**config.mk**
```make
export PLATFORM = sky130hd
export DESIGN_NAME = attn_value_stage
export DESIGN_NICKNAME = d
export VERILOG_FILES = /design/src/logic/attn_pkg.sv /design/src/logic/attn_value_stage.sv /design/src/logic/weighted_sum_unit.sv /design/src/logic/v_buffer.sv /design/src/logic/v_row_loader.sv
export SDC_FILE = /design/constraint.sdc
export NUM_CORES = 1
export LEC_CHECK = 0
export BUFFER_PORTS_ARGS = -buffer_cell sky130_fd_sc_hd__buf_2
export CAP_MARGIN = 10
export CORE_AREA = 5 5 356 358
export DETAILED_ROUTE_END_ITERATION = 8
export DIE_AREA = 0 0 361 363
export GPL_TIMING_DRIVEN = 1
export PLACE_DENSITY = 0.48
export SKIP_CTS_REPAIR_TIMING = 1
export SYNTH_ARGS = -nofsm -noshare
export SYNTH_HDL_FRONTEND = slang
export SYNTH_SLANG_ARGS = --single-unit
```
**constraint.sdc**
```tcl
create_clock -name clk -period 22.5 [get_ports clk]
set_clock_uncertainty 0.2 [all_clocks]
set_input_delay 1.125 -clock clk [delete_from_list [all_inputs] [get_ports clk]]
set_output_delay 1.125 -clock clk [all_outputs]
set_load 0.05 [all_outputs]
```
**src/logic/attn_pkg.sv**
```systemverilog
// Sizes are fixed here; SEQ_LEN and D_MODEL must stay powers of two for pointer wrap
`default_nettype none

package attn_pkg;

    // Elements per V row and per output vector
    localparam int D_MODEL = 4;

    // Rows per sequence, also weights per query
    localparam int SEQ_LEN = 8;

    // Signed V element width
    localparam int ELEM_W = 8;

    // Unsigned attention weight width
    localparam int WEIGHT_W = 8;

    // Accumulator lane width, sized for SEQ_LEN full-scale products
    localparam int ACC_W = 20;

    // Index widths derived from the sizes above
    localparam int ROW_IDX_W = $clog2(SEQ_LEN);
    localparam int LANE_W = $clog2(D_MODEL);

    // One V element
    typedef logic signed [ELEM_W-1:0] elem_t;

    // One attention weight, always non-negative
    typedef logic [WEIGHT_W-1:0] weight_t;

    // One accumulator lane
    typedef logic signed [ACC_W-1:0] acc_t;

    // Full V row, lane 0 in the low bits
    typedef elem_t [D_MODEL-1:0] v_vector_t;

    // Full output vector, lane 0 in the low bits
    typedef acc_t [D_MODEL-1:0] acc_vector_t;

    // Row index into the value buffer
    typedef logic [ROW_IDX_W-1:0] row_idx_t;

endpackage

`default_nettype wire
```
**src/logic/attn_value_stage.sv**
```systemverilog
// Load SEQ_LEN rows before sending weights; v_clear only between queries
`timescale 1ns/1ps
`default_nettype none

module attn_value_stage (
    input  logic                  clk,
    input  logic                  rst,
    input  logic                  v_clear,
    input  logic                  elem_valid,
    input  attn_pkg::elem_t       elem_data,
    output logic                  elem_ready,
    input  logic                  w_valid,
    input  attn_pkg::weight_t     w_data,
    output logic                  w_ready,
    output logic                  out_valid,
    output attn_pkg::acc_vector_t out_data,
    input  logic                  out_ready,
    output logic                  v_loaded
);
    import attn_pkg::*;

    // Loader to buffer
    logic      row_valid;
    v_vector_t row_data;
    logic      sram_ready;

    // Buffer to weighted-sum unit
    v_vector_t v_row;
    logic      v_consume;

    // Element stream into rows
    v_row_loader u_loader (
        .clk        (clk),
        .rst        (rst),
        .elem_valid (elem_valid),
        .elem_data  (elem_data),
        .elem_ready (elem_ready),
        .row_valid  (row_valid),
        .row_data   (row_data),
        .sram_ready (sram_ready)
    );

    // Value store, its valid flag doubles as v_loaded
    v_buffer u_buffer (
        .clk             (clk),
        .rst             (rst),
        .v_clear         (v_clear),
        .write_enable    (row_valid),
        .write_data      (row_data),
        .sram_ready      (sram_ready),
        .read_enable     (v_consume),
        .read_data       (v_row),
        .read_data_valid (v_loaded)
    );

    // Weights times rows
    weighted_sum_unit u_wsum (
        .clk       (clk),
        .rst       (rst),
        .w_valid   (w_valid),
        .w_data    (w_data),
        .w_ready   (w_ready),
        .v_valid   (v_loaded),
        .v_row     (v_row),
        .v_consume (v_consume),
        .out_valid (out_valid),
        .out_data  (out_data),
        .out_ready (out_ready)
    );

endmodule

`default_nettype wire

```
**src/logic/weighted_sum_unit.sv**
```systemverilog
// Weights are unsigned; sums are not saturated and at most one result is pending
`timescale 1ns/1ps
`default_nettype none

module weighted_sum_unit (
    input  logic                  clk,
    input  logic                  rst,
    input  logic                  w_valid,
    input  attn_pkg::weight_t     w_data,
    output logic                  w_ready,
    input  logic                  v_valid,
    input  attn_pkg::v_vector_t   v_row,
    output logic                  v_consume,
    output logic                  out_valid,
    output attn_pkg::acc_vector_t out_data,
    input  logic                  out_ready
);
    import attn_pkg::*;

    // Position of the next weight within the query
    row_idx_t w_cnt;

    // Running sums per lane
    acc_vector_t acc_q;

    // Finished vector waiting for the consumer
    acc_vector_t res_q;

    // Next sums including the current product
    acc_vector_t sum_next;
    acc_vector_t prod;

    // Weight with a zero sign bit so the multiply stays signed
    logic signed [WEIGHT_W:0] w_signed;

    logic first_w;
    logic last_w;

    assign w_signed = {1'b0, w_data};
    assign first_w  = (w_cnt == '0);
    assign last_w   = (w_cnt == ROW_IDX_W'(SEQ_LEN - 1));

    // Hold weights back while a result waits
    assign w_ready = v_valid && !out_valid;

    // Each accepted weight uses up one row
    assign v_consume = w_valid && w_ready;

    assign out_data = res_q;

    // Per-lane multiply-accumulate
    always_comb begin
        for (int i = 0; i < D_MODEL; i++) begin
            prod[i] = acc_t'(w_signed) * acc_t'(v_row[i]);
            // First weight of a query restarts the lane
            sum_next[i] = first_w ? prod[i] : acc_q[i] + prod[i];
        end
    end

    // Accumulators and result register
    always_ff @(posedge clk) begin
        if (v_consume) begin
            acc_q <= sum_next;
            if (last_w) begin
                res_q <= sum_next;
            end
        end
    end

    // Weight counter and result flag
    always_ff @(posedge clk) begin
        if (rst) begin
            w_cnt     <= '0;
            out_valid <= 1'b0;
        end else begin
            if (v_consume) begin
                // Wraps to 0 after the last weight
                w_cnt <= w_cnt + 1'b1;
                if (last_w) begin
                    out_valid <= 1'b1;
                end
            end
            // Result taken
            if (out_valid && out_ready) begin
                out_valid <= 1'b0;
            end
        end
    end

endmodule

`default_nettype wire

```
**src/logic/v_buffer.sv**
```systemverilog
// Written once per sequence, then replayed; reads need a full buffer and clear only at read pointer 0
`timescale 1ns/1ps
`default_nettype none

module v_buffer (
    input  logic                clk,
    input  logic                rst,
    input  logic                v_clear,
    input  logic                write_enable,
    input  attn_pkg::v_vector_t write_data,
    output logic                sram_ready,
    input  logic                read_enable,
    output attn_pkg::v_vector_t read_data,
    output logic                read_data_valid
);
    import attn_pkg::*;

    // Row storage
    v_vector_t mem [SEQ_LEN];

    // Write count stops at SEQ_LEN, one extra bit to mark full
    logic [ROW_IDX_W:0] wr_cnt;

    // Read pointer wraps so each query sees rows 0 to SEQ_LEN-1
    row_idx_t rd_ptr;

    logic full;
    logic wr_fire;

    assign full    = (wr_cnt == (ROW_IDX_W + 1)'(SEQ_LEN));
    assign wr_fire = write_enable && sram_ready;

    // Accept rows until full
    assign sram_ready = !full;

    // Whole sequence must be present before any read
    assign read_data_valid = full;

    // Combinational read at the pointer
    assign read_data = mem[rd_ptr];

    // Row store
    always_ff @(posedge clk) begin
        if (wr_fire) begin
            mem[wr_cnt[ROW_IDX_W-1:0]] <= write_data;
        end
    end

    // Pointers
    always_ff @(posedge clk) begin
        if (rst) begin
            wr_cnt <= '0;
            rd_ptr <= '0;
        end else if (v_clear) begin
            // New sequence, a write on this edge is dropped
            wr_cnt <= '0;
            rd_ptr <= '0;
        end else begin
            if (wr_fire) begin
                wr_cnt <= wr_cnt + 1'b1;
            end
            // Consumer only reads valid rows, checked below
            if (read_enable) begin
                rd_ptr <= rd_ptr + 1'b1;
            end
        end
    end

    // Weighted-sum unit may only consume a valid row
    read_needs_valid: assert property (
        @(posedge clk) disable iff (rst)
        read_enable |-> read_data_valid
    );

    // Write count never runs past the end of the store
    write_stops_at_full: assert property (
        @(posedge clk) disable iff (rst)
        wr_fire |=> (wr_cnt <= (ROW_IDX_W + 1)'(SEQ_LEN))
    );

    // Clear only between queries
    clear_between_queries: assert property (
        @(posedge clk) disable iff (rst)
        v_clear |-> (rd_ptr == '0)
    );

endmodule

`default_nettype wire

```
**src/logic/v_row_loader.sv**
```systemverilog
// Elements arrive lane 0 first; a finished row stalls the element stream until the buffer takes it
`timescale 1ns/1ps
`default_nettype none

module v_row_loader (
    input  logic                clk,
    input  logic                rst,
    input  logic                elem_valid,
    input  attn_pkg::elem_t     elem_data,
    output logic                elem_ready,
    output logic                row_valid,
    output attn_pkg::v_vector_t row_data,
    input  logic                sram_ready
);
    import attn_pkg::*;

    // Next lane to fill
    logic [LANE_W-1:0] lane;

    // Row under construction, then held as the pending write
    v_vector_t row_q;

    logic elem_fire;
    logic last_lane;

    // Only take elements while no row waits for the buffer
    assign elem_ready = !row_valid;
    assign elem_fire  = elem_valid && elem_ready;
    assign last_lane  = (lane == LANE_W'(D_MODEL - 1));

    assign row_data = row_q;

    // Lane steering into the row register
    always_ff @(posedge clk) begin
        if (elem_fire) begin
            row_q[lane] <= elem_data;
        end
    end

    // Lane counter and pending-row flag
    always_ff @(posedge clk) begin
        if (rst) begin
            lane      <= '0;
            row_valid <= 1'b0;
        end else begin
            if (elem_fire) begin
                if (last_lane) begin
                    lane      <= '0;
                    // Row is complete on the same edge as its last element
                    row_valid <= 1'b1;
                end else begin
                    lane <= lane + 1'b1;
                end
            end
            // Buffer took the row
            if (row_valid && sram_ready) begin
                row_valid <= 1'b0;
            end
        end
    end

    // Held row must not change while the buffer pushes back
    row_hold_stable: assert property (
        @(posedge clk) disable iff (rst)
        (row_valid && !sram_ready) |=> (row_valid && $stable(row_data))
    );

endmodule

`default_nettype wire

```
Word level (Yosys, flattened, before mapping). Memory sizes are Yosys's and may differ from the RTL's. A register that Yosys moved wholly into a read port is not among the register bits. Index checks and enable logic that the tools add are counted.

Add/sub/neg operators: 8. Multipliers: 4. Div/mod/pow operators: 0. $lt $le $gt $ge: 2. Eq/ne operators: 3. Shift operators: 0. Mux-type cells: 12. Bitwise logic cells: 0. Reduce and logical (&&, ||, !) cells: 15.

Operators by type and width (number): $add A20 B20 Y20 (4); $mux W20 (4); $mul A9 B8 Y17 (4); $bwmux W32 (1); $demux W8 S2 (1); $mux W8 (1); $add A3 B1 Y3 const B (2); $logic_and A1 B1 Y1 (6); $mux W3 (2); $reduce_or A2 Y1 (3); $add A4 B1 Y4 const B (1); $eq A4 B4 Y1 const B (1); $reduce_and A2 Y1 (2); $eq A3 B3 Y1 const B (1); $logic_not A1 Y1 (3); $logic_not A3 Y1 (1); $lt A2 B3 Y1 const B (1); $add A2 B1 Y2 const B (1); $eq A2 B2 Y1 const B (1); $ge A2 B1 Y1 const B (1); $mux W1 (2); $mux W2 (1).

Register bits after elaboration: 206. Bits in latches: 0. Bits in writable memories: 256. ROM bits: 0. Input bits: 22. Logic and storage cells: 63. Memories kept: 1.

Memory list: u_buffer.mem (words 8, bits a word 32, read ports 1, clocked after Yosys merged registers in 1, wr ports 1, line v_buffer.sv:19) `v_vector_t mem [SEQ_LEN];`.

Depth between registers and ports, before layout. Gate-level depths: netlist of the first run.

Depth in word-level cells: 5. Gate-level depth with buffers: 31. Gate-level depth less buffers: 27.

By module. Synthesis of the first run repeated with hierarchy kept, for this count alone.

Cells, all modules: 2370. Area total of the unflattened synthesis: 29899.9 µm².

Modules (own cells, without submodules): weighted_sum_unit (times used 1, cells an instance 1891, area an instance 18530.3 µm², sequential area each 4884.7 µm²); v_buffer (times used 1, cells an instance 424, area an instance 10198.5 µm², sequential area each 7887.6 µm²); v_row_loader (times used 1, cells an instance 55, area an instance 1171.1 µm², sequential area each 1021.0 µm²).

Least setup slack after synthesis of the first run. OpenSTA, ideal clock, no wires.

Path type: register -> register. Start: register (tool-made name). End: register u_wsum.acc_q[79] (netlist bit) (data pin). Library setup time: 0.290 ns. Arrival: 6.831 ns. Required time: 22.010 ns. Path slack: 15.179 ns. Cell stages (with the launch flop): 28. Path buffers: 4. Clock period less this slack: 7.321 ns. Path through: dfxtp_1 > buf_6 > buf_6 > buf_2 > mux4_2 > mux2i_2 > nor2b_1 > fa_1 > inv_1 > fa_1 > inv_1 > fa_1 > inv_1 > fa_1 > inv_1 > ha_1 > o211ai_1 > a21oi_1 > o211a_1 > a221o_1 > nor2_1 > ha_1 > buf_6 > a21o_1 > or3_1 > o22a_1 > a21oi_1 > a32oi_1.

RTL lines: end signal, assigned (line weighted_sum_unit.sv:63) `acc_q <= sum_next;`; end, declared (line weighted_sum_unit.sv:24) `acc_vector_t acc_q;`.

==> results of run 1 <==
## logic make-up (layout without fill, tap and decap cells)
kind of cell             Yosys count  after routing
AND/OR/NAND/NOR                  629            629
flip-flops                       465            465
adder cells (fa/ha/maj)          422            422
AO/OA/AOI/OAI                    387            387
buffers and inverters            335            477
multiplexers                     132            132
XOR/XNOR                          99             99
other                              0              3
## worst min-delay path by stage
stage                              end  slack, ns  cells past startpoint
floorplan                         flop       0.28                      2
global placement    u_buffer.wr_cnt[3]       0.31                      2
detailed placement    u_wsum.out_valid       0.31                      2
CTS                   u_wsum.out_valid       0.33                      2
global route        u_buffer.wr_cnt[3]       0.35                      2
finish                u_wsum.out_valid       0.33                      2
## layout by cell type, fill, tap and decap left out, types with 64 or more instances in the layout
cell / Yosys / final
mux4_2: 64 / 64
inv_1: 254 / 254
ha_1: 270 / 270
nor2_1: 130 / 124
o21ai_0: 66 / 66
edfxtp_1: 448 / 448
fa_1: 152 / 152
a21oi_1: 123 / 123
buf_2: 15 / 105
nor2b_1: 182 / 181
nand2_1: 124 / 124
## per-stage QoR
step | cells | area [um2] | power, mW | util (%) | setup slack (ns)
after floorplan | 2469 | 30560 | 1.779 | - | 15.18
after global placement | 4151 | 33010 | 2.001 | 26.84 | 13.87
after detailed placement | 4151 | 33010 | 1.997 | 26.84 | 13.70
after CTS | 4248 | 34660 | 2.849 | 28.18 | 13.71
after global routing | 4248 | 34660 | 3.009 | 28.18 | 13.03
final | 4251 | 34670 | 2.807 | 28.19 | 13.90
## sequential cells by signal, summed over array words and instances (netlist names), 2 cells and up, named ones only
| register | flops |
|---|---|
| u_loader.row_data | 32 |
| u_wsum.w_cnt | 3 |
| u_buffer.wr_cnt | 4 |
| u_buffer.rd_ptr | 3 |
| u_buffer.mem | 256 |
| u_wsum.acc_q | 80 |
| u_loader.lane | 2 |
| u_wsum.out_data | 80 |
## worst max-delay path: cells and delay by family (launching register included)
family          cells  cell delay, ns
mux                 2            1.19
compound gates      8            1.97
fa+ha+maj           6            2.61
simple gates        2            0.57
xor+xnor            1            0.15
flops               1            0.65
buf+inv             4            0.92
## power by group
group | switching (mW) | internal (mW) | leakage, nW
registers | 0.00378 | 0.984 | 4.18
logic | 0.594 | 0.396 | 8.54
clock network | 0.362 | 0.467 | 0.792
total | 0.960 | 1.85 | 13.5
## per-layer routing
layer | global-route usage [%] | up-vias | share of wire (%)
met5 | 0 | - | 0.086
met4 | 2.144 | 10 | 1.7
met3 | 1.984 | 82 | 4.1
met2 | 18.91 | 259 | 48
met1 | 14.35 | 9316 | 46
li1 | - | 9034 | -
## layout make-up
cell class                 count  area, um2  area share [%]
multi-input combinational   1669      15520           44.78
sequential                   465      13800           39.80
tap                         1637       2048           5.908
clock buffer                  67       1400           4.038
inverter                     254      953.4           2.750
timing repair buffer         126      683.2           1.970
clock inverter                30      252.7          0.7290
antenna                        3      7.507         0.02165
==> out/results.ini, run 1 <==
[drt]
route.detailed.drc = 0
wl_um = 72030
vias = 18700
drt-initial-drc-count = 922
viasPerCell = 4.399
detail-route-antenna-nets = 0
wl_per_cell_um = 16.95
drtPass1Iterations = 5

[grt]
grt_max_degree = 59
grt_usage_pct = 10.90
grt_pass1_vias = 19730
overflow = 0
antenna_found_initial = 13
grt_pass1_wl_um = 113600

[synth]
synth_top_family_by_area = adder cells
synth_top_area_share_pct = 44.03
synth_cell_types = 84
ys_warn_count = 0
yosysTopAreaCell = edfxtp_1
seq_area_frac_synth_pct = 45.14
synth_area_um2 = 30560
synth_area_leaders = edfxtp_1, ha_1, fa_1
ys_ff_latch = 465
synth_cells = 2469
synth_xor_xnor_area_share_pct = 2.838
synth_compound_area_share_pct = 8.525
synth_common_cells = edfxtp_1, ha_1, inv_1
synth_edf_count = 448
async_flop_share_pct = 0
synth-simple-area-share_pct = 10.76
synth_area_per_cell_um2 = 12.38
synthAdderAreaFrac_pct = 21.01
post_synth_mux_area_share_pct = 7.420
synth.most_common_cell = edfxtp_1
synth_nets = 2913
synth_ff_type = edfxtp_1

[timing]
rsz0062_at_grt = false
finalHoldViolCount = 0
fin_tns_setup_ns = 0
finalSetupViolations = 0
fin_crit_sh_pct = 38.23
whs_ns = 0.3285
worstMarginPinSlew_ns = 0.9504
max_freq_mhz = 116.3
slew_violations = 0
period_minus_slack_ns = 8.602
timing.slew.headroom_pct = 36.26

[critical_path]
path_class = reg2reg
reg2regPathDepth = 23
cpMaxStageDelayCell = buf_4
cp_common_cell = fa_1
cp-end-kind = flop
ff2ff_setup_slack_ns = 13.90
required_ns = 22.63
cp-endpoint = u_wsum.out_data[17]
cp.arrival_ns = 8.73
path_cells = buf_4 > mux4_2 > mux2i_1 > nand2b_1 > fa_1 > fa_1 > inv_1 > fa_1 > inv_1 > fa_1 > inv_1 > ha_1 > a21oi_1 > o31a_1 > a221oi_1 > and2_1 > ha_1 > a21o_1 > a31oi_1 > o211ai_1 > o21ai_0 > xor2_1 > o21ai_0
regToRegEndpoint = u_wsum.out_data[17]
cp-start-kind = flop
max_stage_delay_ns = 0.78
crit_fanout = 42

[pwr]
vdd_drop_max_mv = 0.05417
powerDensity_nw_per_um2 = 80.96
p_leak_nw = 13.51

[die]
rows = 129
io_pins = 106
die-area_um2 = 131000
die_h_um = 363
core-area_um2 = 123000
die_w_um = 361
start_util_pct = 24.84

[place]
gp_congestion = 0.7730
portBuffers = 105
hpwl_um = 49040

[clock_tree]
htree_num_levels = 2
clockBufferDepth = 3
cts.sinks = 465
root_buffer = clkbuf_16
clk_latency_ns = 0.61
path_clk_slew_ns = 0.06
cts_tree = yes
cts_made_buffers = 53

[layout]
fillers = 12650
drive_gt1_share_pct = 13.67
nets = 3013
area_growth_syn_to_layout_pct = 13.46

[status]
status = finished, final reports clean

[worst_hold_path]
hold_path.class = reg2reg
min-delay-start = u_wsum.out_valid

[job]
max_cap_viol_count = 0

(Power assumes the default switching activity.)
==> inputs of run 2 (changes only) <==
--- a/config.mk
+++ b/config.mk
@@ -11,7 +11,7 @@
 export DETAILED_ROUTE_END_ITERATION = 8
 export DIE_AREA = 0 0 361 363
 export GPL_TIMING_DRIVEN = 1
-export PLACE_DENSITY = 0.48
+export PLACE_DENSITY = 0.49
 export SKIP_CTS_REPAIR_TIMING = 1
 export SYNTH_ARGS = -nofsm -noshare
 export SYNTH_HDL_FRONTEND = slang
==> constraint.sdc (replaced) <==
create_clock -name clk -period 6.95 [get_ports clk]
set_clock_uncertainty 0.2 [all_clocks]
set_input_delay 0.3475 -clock clk [delete_from_list [all_inputs] [get_ports clk]]
set_output_delay 0.3475 -clock clk [all_outputs]
set_load 0.05 [all_outputs]
==> out/results.ini, run 2 (synthesized netlist as in run 1, its figures left out) <==
[critical_path]
cpMaxStageDelayCell = mux4_2
reg2regPathDepth = 28
required_ns = 7.19
cp_common_cell = fa_1
cp.arrival_ns = 7.19
cp-start-kind = flop
crit_fanout = 6
cp-end-kind = flop
path_class = reg2reg
max_stage_delay_ns = 0.54

[layout]
final_common_cell = edfxtp_1
design_area_um2 = 38670
area_growth_syn_to_layout_pct = 26.55
drive_gt1_share_pct = 28.41
nets = 3310
layout_common_cells = edfxtp_1, buf_4, inv_1, ha_1, nor2b_1
fillers = 12470
largest_reg_flops = 256

[drt]
vias = 19910
drtPass1Iterations = 5
wl_per_cell_um = 16.29
wl_um = 74120
drt-initial-drc-count = 948
route.detailed.drc = 0
detail-route-antenna-nets = 0
viasPerCell = 4.374

[job]
max_cap_viol_count = 0

[die]
die_w_um = 361
start_util_pct = 24.84
die-area_um2 = 131000
io_pins = 106
rows = 129
die_h_um = 363
core-area_um2 = 123000

[clock_tree]
cts_made_buffers = 50
clockBufferDepth = 3
clk_latency_ns = 0.62
root_buffer = clkbuf_16
cts.sinks = 465
path_clk_slew_ns = 0.06
htree_num_levels = 2
cts_tree = yes

[place]
post_dp_cell_area_um2 = 35030
preCtsSetupSlack_ns = -0.1951
hpwl_um = 52030
gp_congestion = 0.7974
portBuffers = 105

[timing]
finalHoldViolCount = 0
slew_violations = 0
timing.slew.headroom_pct = 41.91
whs_ns = 0.03821
rsz0062_at_grt = true
setup_slack_ns = 0.00006040
fin_tns_setup_ns = 0
max_freq_mhz = 143.9
fin_crit_sh_pct = 100.0
finalSetupViolations = 0
worstMarginPinSlew_ns = 0.8713
period_minus_slack_ns = 6.950

[grt]
grt_max_degree = 53
grt_pass1_vias = 20240
grt_usage_pct = 10.90
grt_pass1_wl_um = 114400
antenna_found_initial = 11
overflow = 0

[pwr]
p_leak_nw = 15.26
vdd_drop_max_mv = 0.2109
powerDensity_nw_per_um2 = 269.9
p_total_mw = 10.44

[worst_hold_path]
hold_path.class = in2reg
min-delay-start = elem_valid
min_path_cells = 4

[status]
status = finished, final reports clean

run 2: changes by cell type in the layout (fill, tap and decap cells not counted), moves of 27 or more:
| cell | delta |
|---|---|
| a21oi_1 | -28 |
| buf_4 | +246 |
| ha_1 | -32 |
| buf_6 | +27 |
| ha_4 | +27 |
run 2: worst paths after layout:
path	slack, ns	to
setup / recovery	0.00006	u_wsum.out_data[79]
hold / removal	0.04	u_loader.lane[0]
setup reg to reg	0.00006	u_wsum.out_data[79]
hold reg to reg	0.33	u_wsum.out_valid
run 2: power breakdown:
part	switching (mW)	internal (mW)	total [mW]
clock network	1.21	1.62	2.83
registers	0.0131	3.19	3.20
logic	2.32	2.09	4.41
total	3.55	6.89	10.4
run 2: critical path: cells and delay by family, from the launching register on:
family,cells,cell delay [ns]
compound gates,7,1.67
fa+ha+maj,6,2.42
buf+inv,9,0.84
flops,1,0.37
mux,3,0.85
simple gates,3,0.41
run 2: per-layer routing:
| layer | global-route usage [%] | wire length [um] |
|---|---|---|
| met5 | 0 | 27 |
| met2 | 18.84 | 35980 |
| met4 | 2.252 | 1324 |
| met1 | 14.11 | 33570 |
| met3 | 2.363 | 3222 |
run 2: final cells by class:
| class | count | area (um2) | share of cell area (%) |
|---|---|---|---|
| inverters | 254 | 953.4 | 2.466 |
| repair buffers | 426 | 3292 | 8.513 |
| flip-flops and latches | 465 | 13800 | 35.69 |
| multi-input cells | 1669 | 16830 | 43.52 |
| well taps | 1637 | 2048 | 5.297 |
| clock buffers | 54 | 1287 | 3.330 |
| clock inverters | 39 | 440.4 | 1.139 |
| diodes | 7 | 17.52 | 0.04530 |
run 2: stage by stage:
stage               std cells  util [%]
floorplan                2469         -
global placement         4395     28.48
detailed placement       4395     28.48
CTS                      4488     29.89
global route             4546     31.43
finish                   4551     31.44
==> inputs of run 3 (changes only) <==
--- a/config.mk
+++ b/config.mk
@@ -11,7 +11,7 @@
 export DETAILED_ROUTE_END_ITERATION = 8
 export DIE_AREA = 0 0 361 363
 export GPL_TIMING_DRIVEN = 1
-export PLACE_DENSITY = 0.49
+export PLACE_DENSITY = 0.48
 export SKIP_CTS_REPAIR_TIMING = 1
 export SYNTH_ARGS = -nofsm -noshare
 export SYNTH_HDL_FRONTEND = slang
==> constraint.sdc (replaced) <==
create_clock -name clk -period 7.9 [get_ports clk]
set_clock_uncertainty 0.2 [all_clocks]
set_input_delay 0.395 -clock clk [delete_from_list [all_inputs] [get_ports clk]]
set_output_delay 0.395 -clock clk [all_outputs]
set_load 0.05 [all_outputs]
==> out/results.ini, run 3 (synthesized netlist as in run 1, its figures left out) <==
[worst_hold_path]
min-delay-start = v_clear
hold_path.class = in2reg
min_path_cells = 3

[drt]
detail-route-antenna-nets = 0
drt-initial-drc-count = 1000
wl_um = 71890
vias = 18800
wl_per_cell_um = 16.67
route.detailed.drc = 0
viasPerCell = 4.358
drtPass1Iterations = 7

[grt]
overflow = 0
grtUsageMet1_pct = 14.63
grt_max_degree = 58
use_met2_pct = 18.34
top_usage_layer = met2
grt_pass1_wl_um = 112800
grt_usage_pct = 10.86
antenna_found_initial = 11
met3_usage_pct = 1.955
grt_pass1_vias = 19410

[clock_tree]
cts_made_buffers = 53
root_buffer = clkbuf_16
cts.sinks = 465
clk_latency_ns = 0.63
path_clk_slew_ns = 0.06
cts_tree = yes
htree_num_levels = 2
clockBufferDepth = 3

[critical_path]
cp.arrival_ns = 7.62
crit_fanout = 19
required_ns = 8.12
reg2regPathDepth = 22
worstSetupPathDepth = 22
max_stage_delay_ns = 0.60
critPathBufInv = 4
path_delay_family = adder cells
path_class = reg2reg
cp_common_cell = fa_1
path_cells = buf_12 > mux4_2 > mux2i_2 > nor2b_1 > fa_1 > fa_1 > fa_1 > inv_1 > fa_1 > inv_1 > ha_1 > a21oi_1 > inv_1 > a221o_1 > a311oi_2 > xnor2_1 > ha_1 > nand2_1 > or3b_2 > a21oi_1 > nor4_1 > o31ai_1
cp-end-kind = flop
cp-start-kind = flop
cpMaxStageDelayCell = fa_1

[layout]
nets = 3069
area_growth_syn_to_layout_pct = 16.22
largest_reg_flops = 256
final_common_cell = edfxtp_1
drive_gt1_share_pct = 15.62
design_area_um2 = 35510
layout.cells.non_filler = 4313
layout_common_cells = edfxtp_1, ha_1, inv_1, nor2b_1, fa_1
fillers = 12670

[timing]
finalSetupViolations = 0
slew_violations = 0
finalHoldViolCount = 5
max_freq_mhz = 135.0
rsz0062_at_grt = false
whs_ns = -0.01036
worstMarginPinSlew_ns = 0.8621
timing.slew.headroom_pct = 42.53
fin_crit_sh_pct = 93.74
period_minus_slack_ns = 7.405
fin_tns_setup_ns = 0

[die]
die_h_um = 363
io_pins = 106
start_util_pct = 24.84
die_w_um = 361
rows = 129
core-area_um2 = 123000
die-area_um2 = 131000

[pwr]
p_leak_nw = 13.93
p_total_mw = 8.405
powerDensity_nw_per_um2 = 236.7
vdd_drop_max_mv = 0.1831

[place]
gp_congestion = 0.7986
post_dp_cell_area_um2 = 33420
dp_cells = 4196
portBuffers = 105
hpwl_um = 50340

[status]
status = finished, violations left
violations = negative hold slack

[job]
max_cap_viol_count = 0

## run 3: cell types whose count changed in the layout (fill, tap and decap cells not counted), sizes merged, moves of 2 or more
cell / change
clkinvlp: -4
buf: -240
bufinv: +4
clkbuf: +7
inv: +2
clkinv: -6
## run 3: metrics by stage
| step | worst slack, ns | utilization, % |
|---|---|---|
| 4_1_cts | 0.4224 | 28.76 |
| 5_1_grt | 0.02988 | 28.86 |
| 2_1_floorplan | 0.5788 | - |
| 6_report | 0.4947 | 28.87 |
| 3_5_place_dp | 0.4180 | 27.17 |
| 3_3_place_gp | 0.4672 | 27.17 |
## run 3: worst paths after layout
check	endpoint	slack [ns]
worst max-delay path	u_wsum.out_data[18]	0.49
worst max register to register	u_wsum.out_data[18]	0.49
worst min-delay path	u_buffer.wr_cnt[3]	-0.01
worst min register to register	u_buffer.wr_cnt[3]	0.33
## run 3: cell type report
type,count,area (um2),share of cell area (%)
Sequential cell,465,13800,38.86
Clock inverter,35,553.0,1.557
Antenna cell,6,15.01,0.04228
Multi-Input combinational cell,1669,15530,43.74
Timing Repair Buffer,182,1206,3.397
Tap cell,1637,2048,5.768
Clock buffer,65,1401,3.946
Inverter,254,953.4,2.685
## run 3: routing by layer
metal	vias up	share of wire [%]
met5	-	0.038
met4	4	1.9
met3	67	3.9
met2	256	47
met1	9294	47
li1	9175	-
## run 3: where the power goes
| part | internal (mW) | switching, mW |
|---|---|---|
| Sequential | 2.80 | 0.0107 |
| Clock | 1.65 | 1.09 |
| Combinational | 1.16 | 1.70 |
| Total | 5.61 | 2.80 |
## run 3: worst min-delay path: cells and delay by family
| family | cells | cell delay, ns |
|---|---|---|
| buf+inv | 1 | 0.10 |
| simple gates | 2 | 0.27 |
